File: src/hdl/busPkg.sv
// Bus-cycle definitions for the CPU-side DMA master: machine states and port size
package busPkg;

    // Bus-master machine states
    // idle      bus released, waiting for a request or a flush end
    // request   breq driven, waiting for a free grant
    // acquire   bgack taken, breq dropped
    // address   address strobe phase
    // data      data strobe phase, waiting for termination
    // finish    strobes released, FIFO stepped
    // flushEnd  one-cycle stopFlush pulse
    typedef enum logic [2:0] {
        idle     = 3'd0,
        request  = 3'd1,
        acquire  = 3'd2,
        address  = 3'd3,
        data     = 3'd4,
        finish   = 3'd5,
        flushEnd = 3'd6
    } cpuState_t;

    // Termination kind as decoded from DSACK and STERM
    // portNone  nothing latched yet, or a DSACK0-only answer which is not handled
    // port16    DSACK1 alone, a word port
    // port32    both DSACK lines or STERM, a longword port
    typedef enum logic [1:0] {
        portNone = 2'd0,
        port16   = 2'd1,
        port32   = 2'd2
    } portSize_t;

endpackage

File: src/hdl/fifoPkg.sv
// FIFO-side definitions for the DMA master: transfer direction and word half
package fifoPkg;

    // Transfer direction as seen from the FIFO
    // toFifo    bus read, data latched into the FIFO
    // fromFifo  bus write, data driven out of the FIFO
    typedef enum logic {
        toFifo   = 1'b0,
        fromFifo = 1'b1
    } dmaDir_t;

    // Half of the longword on a 16-bit port
    // A 32-bit port stays in highHalf for the whole cycle
    typedef enum logic {
        highHalf = 1'b0,
        lowHalf  = 1'b1
    } wordHalf_t;

endpackage

File: src/hdl/busTermDecode.sv
// Bus termination latch, decodes DSACK/STERM into a single termination pulse and port size
`timescale 1ns/10ps

module busTermDecode (
    input  logic               BCLK,
    input  logic               CCRESET_,
    input  logic               dsack0_,
    input  logic               dsack1_,
    input  logic               sterm_,
    input  logic               cycleOpen,
    output logic               termValid,
    output busPkg::portSize_t  portSize
);

    logic stermLat_;
    logic dsack1Lat_;
    logic dsack0Lat_;
    logic termDone;

    // Latch follows the lines only while a data strobe is out
    always_ff @(posedge BCLK or negedge CCRESET_) begin
        if (!CCRESET_) begin
            stermLat_  <= 1'b1;
            dsack1Lat_ <= 1'b1;
            dsack0Lat_ <= 1'b1;
            termDone   <= 1'b0;
        end else if (cycleOpen) begin
            stermLat_  <= sterm_;
            dsack1Lat_ <= dsack1_;
            dsack0Lat_ <= dsack0_;
            // Slave holds its answer until pds falls, so report it once
            termDone   <= termDone || termValid;
        end else begin
            stermLat_  <= 1'b1;
            dsack1Lat_ <= 1'b1;
            dsack0Lat_ <= 1'b1;
            termDone   <= 1'b0;
        end
    end

    // Synchronous termination or both DSACKs is a longword port
    always_comb begin
        if (!stermLat_ || (!dsack1Lat_ && !dsack0Lat_)) begin
            portSize = busPkg::port32;
        end else if (!dsack1Lat_) begin
            portSize = busPkg::port16;
        end else begin
            portSize = busPkg::portNone;
        end
    end

    assign termValid = (portSize != busPkg::portNone) && !termDone;

    // No 8-bit slaves sit on this bus
    assert property (@(posedge BCLK) disable iff (!CCRESET_)
        cycleOpen |-> !(dsack1_ && !dsack0_))
        else $error("busTermDecode: DSACK0-only termination during a bus cycle");

endmodule

File: src/hdl/cpuBusSm.sv
// CPU bus-master state machine, runs longword DMA cycles and strobes the FIFO
`timescale 1ns/10ps

module cpuBusSm (
    input  logic               BCLK,
    input  logic               CCRESET_,
    input  logic               xferDue,
    input  logic               lastWord,
    input  logic               grantFree,
    input  logic               termValid,
    input  busPkg::portSize_t  portSize,
    input  fifoPkg::dmaDir_t   dmaDir,
    output logic               cycleOpen,
    output logic               breq,
    output logic               bgack,
    output logic               pas,
    output logic               pds,
    output logic               size1,
    output logic               plhw,
    output logic               pllw,
    output logic               f2CpuH,
    output logic               f2CpuL,
    output logic               incFifo,
    output logic               decFifo,
    output logic               stopFlush,
    output busPkg::cpuState_t  state
);

    busPkg::cpuState_t   stateNext;
    fifoPkg::wordHalf_t  half;
    fifoPkg::wordHalf_t  halfNext;
    logic                toFifoDir;
    logic                termEnd;
    logic                breqD;
    logic                bgackD;
    logic                pasD;
    logic                pdsD;
    logic                size1D;
    logic                plhwD;
    logic                pllwD;
    logic                f2CpuHD;
    logic                f2CpuLD;
    logic                incFifoD;
    logic                decFifoD;
    logic                stopFlushD;

    assign toFifoDir = (dmaDir == fifoPkg::toFifo);
    assign termEnd   = (state == busPkg::data) && termValid;

    always_comb begin
        stateNext = state;
        halfNext  = half;
        case (state)
            busPkg::idle: begin
                // A finished flush wins over a new request
                if (lastWord) begin
                    stateNext = busPkg::flushEnd;
                end else if (xferDue) begin
                    stateNext = busPkg::request;
                end
            end
            busPkg::request: begin
                if (grantFree) begin
                    stateNext = busPkg::acquire;
                end
            end
            busPkg::acquire: stateNext = busPkg::address;
            busPkg::address: stateNext = busPkg::data;
            busPkg::data: begin
                if (termValid) begin
                    if (portSize == busPkg::port16 && half == fifoPkg::highHalf) begin
                        stateNext = busPkg::address;
                        halfNext  = fifoPkg::lowHalf;
                    end else begin
                        stateNext = busPkg::finish;
                    end
                end
            end
            busPkg::finish: begin
                stateNext = busPkg::idle;
                halfNext  = fifoPkg::highHalf;
            end
            default: stateNext = busPkg::idle;
        endcase
    end

    // Outputs are registered, decoded from where the machine is going
    always_comb begin
        breqD  = (stateNext == busPkg::request);
        bgackD = (stateNext == busPkg::acquire) || (stateNext == busPkg::address) ||
                 (stateNext == busPkg::data);
        // AS negates for the address phase of the low half
        pasD   = ((stateNext == busPkg::address) && (state != busPkg::data)) ||
                 (stateNext == busPkg::data);
        pdsD   = (stateNext == busPkg::data);
        size1D = ((stateNext == busPkg::address) || (stateNext == busPkg::data)) &&
                 (halfNext == fifoPkg::lowHalf);

        plhwD = toFifoDir && termEnd &&
                (portSize == busPkg::port32 || half == fifoPkg::highHalf);
        pllwD = toFifoDir && termEnd &&
                (portSize == busPkg::port32 || half == fifoPkg::lowHalf);

        // Port size is only known at termination, so the first data phase drives both halves
        f2CpuHD = !toFifoDir && (stateNext == busPkg::data) && (halfNext == fifoPkg::highHalf);
        f2CpuLD = !toFifoDir && (stateNext == busPkg::data);

        incFifoD   = toFifoDir && (stateNext == busPkg::finish);
        decFifoD   = !toFifoDir && (stateNext == busPkg::finish);
        stopFlushD = (stateNext == busPkg::flushEnd);
    end

    always_ff @(posedge BCLK or negedge CCRESET_) begin
        if (!CCRESET_) begin
            state     <= busPkg::idle;
            half      <= fifoPkg::highHalf;
            breq      <= 1'b0;
            bgack     <= 1'b0;
            pas       <= 1'b0;
            pds       <= 1'b0;
            size1     <= 1'b0;
            plhw      <= 1'b0;
            pllw      <= 1'b0;
            f2CpuH    <= 1'b0;
            f2CpuL    <= 1'b0;
            incFifo   <= 1'b0;
            decFifo   <= 1'b0;
            stopFlush <= 1'b0;
        end else begin
            state     <= stateNext;
            half      <= halfNext;
            breq      <= breqD;
            bgack     <= bgackD;
            pas       <= pasD;
            pds       <= pdsD;
            size1     <= size1D;
            plhw      <= plhwD;
            pllw      <= pllwD;
            f2CpuH    <= f2CpuHD;
            f2CpuL    <= f2CpuLD;
            incFifo   <= incFifoD;
            decFifo   <= decFifoD;
            stopFlush <= stopFlushD;
        end
    end

    // Termination latch is held open exactly while the data strobe is out
    assign cycleOpen = pds;

    assert property (@(posedge BCLK) disable iff (!CCRESET_) pds |-> pas)
        else $error("cpuBusSm: data strobe without address strobe");
    assert property (@(posedge BCLK) disable iff (!CCRESET_) !(breq && bgack))
        else $error("cpuBusSm: bus request while bus is owned");
    assert property (@(posedge BCLK) disable iff (!CCRESET_) !(incFifo && decFifo))
        else $error("cpuBusSm: FIFO stepped in both directions");

endmodule

File: src/hdl/cpuDmaTop.sv
// CPU-side DMA bus master top, request synchronizer, termination decode and state machine
`timescale 1ns/10ps

module cpuDmaTop #(
    parameter int SYNC_STAGES = 2
) (
    input  logic               BCLK,
    input  logic               CCRESET_,
    input  logic               dmaEna,
    input  logic               dreq_,
    input  logic               flushFifo,
    input  fifoPkg::dmaDir_t   dmaDir,
    input  logic               fifoEmpty,
    input  logic               fifoFull,
    input  logic               bgrant_,
    input  logic               bgackIn_,
    input  logic               as_,
    input  logic               dsack0_,
    input  logic               dsack1_,
    input  logic               sterm_,
    output logic               breq,
    output logic               bgack,
    output logic               pas,
    output logic               pds,
    output logic               size1,
    output logic               plhw,
    output logic               pllw,
    output logic               f2CpuH,
    output logic               f2CpuL,
    output logic               incFifo,
    output logic               decFifo,
    output logic               stopFlush,
    output busPkg::cpuState_t  state
);

    logic               xferDue;
    logic               lastWord;
    logic               grantFree;
    logic               termValid;
    logic               cycleOpen;
    busPkg::portSize_t  portSize;

    dmaRequestSync #(
        .SYNC_STAGES (SYNC_STAGES)
    ) reqSync0 (
        .BCLK      (BCLK),
        .CCRESET_  (CCRESET_),
        .dmaEna    (dmaEna),
        .dreq_     (dreq_),
        .flushFifo (flushFifo),
        .dmaDir    (dmaDir),
        .fifoEmpty (fifoEmpty),
        .fifoFull  (fifoFull),
        .bgrant_   (bgrant_),
        .bgackIn_  (bgackIn_),
        .as_       (as_),
        .xferDue   (xferDue),
        .lastWord  (lastWord),
        .grantFree (grantFree)
    );

    busTermDecode termDec0 (
        .BCLK      (BCLK),
        .CCRESET_  (CCRESET_),
        .dsack0_   (dsack0_),
        .dsack1_   (dsack1_),
        .sterm_    (sterm_),
        .cycleOpen (cycleOpen),
        .termValid (termValid),
        .portSize  (portSize)
    );

    cpuBusSm busSm0 (
        .BCLK      (BCLK),
        .CCRESET_  (CCRESET_),
        .xferDue   (xferDue),
        .lastWord  (lastWord),
        .grantFree (grantFree),
        .termValid (termValid),
        .portSize  (portSize),
        .dmaDir    (dmaDir),
        .cycleOpen (cycleOpen),
        .breq      (breq),
        .bgack     (bgack),
        .pas       (pas),
        .pds       (pds),
        .size1     (size1),
        .plhw      (plhw),
        .pllw      (pllw),
        .f2CpuH    (f2CpuH),
        .f2CpuL    (f2CpuL),
        .incFifo   (incFifo),
        .decFifo   (decFifo),
        .stopFlush (stopFlush),
        .state     (state)
    );

endmodule

File: src/hdl/dmaRequestSync.sv
// DMA request synchronizer, derives the transfer-due, flush-end and bus-free levels
`timescale 1ns/10ps

module dmaRequestSync #(
    parameter int SYNC_STAGES = 2
) (
    input  logic              BCLK,
    input  logic              CCRESET_,
    input  logic              dmaEna,
    input  logic              dreq_,
    input  logic              flushFifo,
    input  fifoPkg::dmaDir_t  dmaDir,
    input  logic              fifoEmpty,
    input  logic              fifoFull,
    input  logic              bgrant_,
    input  logic              bgackIn_,
    input  logic              as_,
    output logic              xferDue,
    output logic              lastWord,
    output logic              grantFree
);

    localparam int NUM_IN = 8;
    // Inactive levels: enable off, request and grant negated, bus strobes high
    localparam logic [NUM_IN-1:0] IDLE_LEVELS = 8'b0100_0111;

    logic [NUM_IN-1:0] rawIn;
    logic [NUM_IN-1:0] syncChain [0:SYNC_STAGES-1];
    logic              sEna;
    logic              sDreq_;
    logic              sFlush;
    logic              sEmpty;
    logic              sFull;
    logic              sBgrant_;
    logic              sBgackIn_;
    logic              sAs_;
    logic              fifoReady;

    assign rawIn = {dmaEna, dreq_, flushFifo, fifoEmpty, fifoFull, bgrant_, bgackIn_, as_};

    always_ff @(posedge BCLK or negedge CCRESET_) begin
        if (!CCRESET_) begin
            for (int i = 0; i < SYNC_STAGES; i++) begin
                syncChain[i] <= IDLE_LEVELS;
            end
        end else begin
            syncChain[0] <= rawIn;
            for (int i = 1; i < SYNC_STAGES; i++) begin
                syncChain[i] <= syncChain[i-1];
            end
        end
    end

    assign {sEna, sDreq_, sFlush, sEmpty, sFull, sBgrant_, sBgackIn_, sAs_} =
        syncChain[SYNC_STAGES-1];

    // Direction is a static register setting, so it is used unsynchronized
    assign fifoReady = (dmaDir == fifoPkg::toFifo) ? !sFull : !sEmpty;

    assign xferDue   = sEna && !sDreq_ && fifoReady;
    assign lastWord  = sFlush && sEmpty;

    // Grant held and no other master on the bus
    assign grantFree = !sBgrant_ && sAs_ && sBgackIn_;

endmodule

File: config.mk
export PLATFORM = sky130hd
export DESIGN_NAME = cpuDmaTop
export DESIGN_NICKNAME = d
export VERILOG_FILES = /design/src/hdl/busPkg.sv /design/src/hdl/fifoPkg.sv /design/src/hdl/busTermDecode.sv /design/src/hdl/cpuBusSm.sv /design/src/hdl/cpuDmaTop.sv /design/src/hdl/dmaRequestSync.sv
export SDC_FILE = /design/constraint.sdc
export NUM_CORES = 1
export LEC_CHECK = 0
export BUFFER_PORTS_ARGS = -buffer_cell sky130_fd_sc_hd__buf_4
export CORE_MARGIN = 5
export CORE_UTILIZATION = 55
export DETAILED_ROUTE_END_ITERATION = 8
export HOLD_SLACK_MARGIN = 0.05
export PLACE_DENSITY = 0.83
export REMOVE_ABC_BUFFERS = 1
export SLEW_MARGIN = 20
export SYNTH_ARGS = -nofsm -noshare
export SYNTH_HDL_FRONTEND = slang
export SYNTH_HIERARCHICAL = 1
export SYNTH_SLANG_ARGS = --single-unit
File: constraint.sdc
create_clock -name BCLK -period 2.7 [get_ports BCLK]
set_input_delay 0.135 -clock BCLK [delete_from_list [all_inputs] [get_ports BCLK]]
set_output_delay 0.135 -clock BCLK [all_outputs]
set_load 0.02 [all_outputs]
==> run_results.csv <==
group,metric,value,unit
drt,drc,0,
finish,largest_reg_flops,8,
floorplanning,row_count,17,
clocking,cts_sinks,36,
clocking,numCtsBuffers,5,
critical_path,crit_type,"in -> reg",
clocking,clk_pin_slew,0.10,ns
floorplanning,dieArea,3470,um^2
grt,antenna_found_initial,0,
synthesis,synth_area_leaders,"dfrtp_1 48%, dfstp_2 22%, nand2b_1 1.9%",
sta,rsz0062_at_grt,"false",
power,p_total,1.44,mW
grt,grt_pass1_vias,960,
grt,grt_remaining_overflow,0,
sta,slew_violations,0,
power,leakage,0.825,nW
finish,largest-register,"reqSync0/syncChain",
clocking,cts_max_path_buffers,2,
finish,mostFrequentLayoutCells,"28 x buf_4, 25 x dfrtp_1, 13 x dlygate4sd3_1",
synthesis,synth_top_cell_by_area,"dfrtp_1",
hold_path,hold_path_class,"in -> async",
sta,post-route-min-period,2.00,ns
clocking,hold_buffers,13,
synthesis,synthArstFlopShare,100,%
floorplanning,io_pins,29,
sta,worst_pin_slew,0.487,ns
synthesis,ys_seq_elements,36,
power,cellPowerDensity,838,nW/um^2
sta,hold_viol,0,
placed_design,gp_congestion,0.778,
drt,wirelength,2490,um
sta,skew,0.00401,ns
critical_path,setup.worst_path.start,"dmaDir",
critical_path,end_kind,"flop",
drt,antenna_left,0,
finish,areaGrowthSynthToFinish,30.5,%
drt,drtIter0Drc,17,
power,peakVddDrop,0.585,mV
floorplanning,start_util,58.3,%
critical_path,path_max_fanout,6,
critical_path,cp-start-kind,"input pin",
synthesis,ys_seq_area_share,69.6,%
floorplanning,die_x,58.9,um
synthesis,synth_top_cell_area_share,47.6,%
synthesis,synth_top_flop_cell,"dfrtp_1",
sta,tns,0,ns
synthesis,yosysUniqueCellTypes,40,
grt,grt_pass1_wl,4130,um
clocking,cts_root_buffer,"clkbuf_4",
drt,first_pass_iters,4,
critical_path,endpoint,"busSm0/size1",
synthesis,yosys_warnings,6,
finish,drive_gt1_share,41.9,%
critical_path,rrSetupSlack,0.85,ns
clocking,cts_resized,0,
placed_design,io_buffer_count,28,
sta,slew_headroom,67.5,%
finish,reg_top3,"reqSync0/syncChain x8, busSm0/state x3",
synthesis,syn-instance-count,91,
drt,routed_via_density,5.45,
placed_design,hpwl,1640,um
clocking,clock_latency,0.33,ns
status,status,"finished, final reports clean",
synthesis,syn-cell-area,1320,um^2
sta,finalSetupViolCount,0,
sta,max_freq,0.499,GHz
critical_path,timing.rr.end,"busSm0/size1",
floorplanning,chipHeight,58.9,um
critical_path,required,2.96,ns
synthesis,synth_area_per_cell,14.5,um^2
grt,grtUsageTotal,16.3,%
flow_run,maxCapViolations,0,
clocking,cts_setup_buffers,0,
floorplanning,coreArea,2250,um^2
critical_path,regToRegStartpoint,"reqSync0/sEmpty",
grt,grt_max_degree,37,
clocking,cts_max_level,2,
finish,final_common_cell,"buf_4",
critical_path,arrival,2.26,ns
sta,fin_crit_sh,74.2,%
critical_path,r2r_cells,6,
synthesis,synth_edf_count,0,
drt,wl_per_cell,15.2,um
clocking,cts_tree,"yes",
finish,n_antenna_cell,0,
drt,route.vias.total,893,
finish,final_nets,149,
[where the power goes]
group          switching, mW  leakage (nW)  internal [mW]  total (mW)
Combinational          0.223         0.349          0.199       0.422
Clock                  0.165        0.0380          0.124       0.289
Sequential            0.0936         0.438          0.633       0.727
[synthesized netlist by cell type, types with 2 or more instances]
cell type / number
and2_1: 3
nor2_1: 2
nand3b_1: 2
buf_6: 2
dfstp_2: 11
o21ai_0: 2
inv_1: 4
a21oi_1: 4
a211oi_1: 2
nand2_1: 2
nand2b_1: 4
dfrtp_1: 25
[how the worst min path moves through the flow]
| stage | start | end | depth (start not counted) |
|---|---|---|---|
| after floorplan | CCRESET_ | busSm0/bgack | 0 |
| after global placement | CCRESET_ | busSm0/plhw | 1 |
| after detailed placement | CCRESET_ | busSm0/incFifo | 1 |
| after global routing | CCRESET_ | busSm0/half | 2 |
| after CTS | CCRESET_ | busSm0/incFifo | 2 |
| final | CCRESET_ | busSm0/f2CpuL | 2 |
[logic make-up (layout without fill, tap and decap cells)]
family	count (synthesis)	in the layout	share of synthesized area [%]
flops	36	36	69.6
simple gates	29	29	16.1
compound gates	16	16	9.13
buf+inv	9	54	4.09
mux	1	1	1.14
[metrics by stage]
stage	setup WS, ns	utilization (%)	hold WS (ns)	instance area, um^2	std cells
2_1_floorplan	1.03	-	-0.161	1280	87
5_1_grt	0.622	76.1	0.314	1720	164
3_3_place_gp	0.971	67.6	0.0916	1530	143
6_report	0.696	76.1	0.282	1720	164
4_1_cts	0.697	76.1	0.279	1720	164
3_5_place_dp	0.869	67.6	0.102	1530	143
[routing by layer]
metal  global-route usage (%)  part of all wire (%)
met5                        0                     0
met2                     29.5                    53
met4                     7.44                   1.2
met3                     5.70                   9.8
met1                     16.7                    36
[worst max-delay path: stages]
cell	delay (ns)
dlygate4sd3_1	0.54
buf_4	0.16
mux2_4	0.30
nor3b_2	0.14
or3b_1	0.38
a211oi_2	0.30
o31ai_1	0.14
a21oi_1	0.17
[final cells by class]
| type | instances | area, um^2 |
|---|---|---|
| clock inverter | 2 | 10.0 |
| multi-input combinational | 46 | 347 |
| clock buffer | 6 | 51.3 |
| tap | 28 | 35.0 |
| inverter | 5 | 18.8 |
| fill | 148 | 538 |
| sequential | 36 | 915 |
| timing repair buffer | 41 | 340 |
Power figures use the tool's default switching activity.
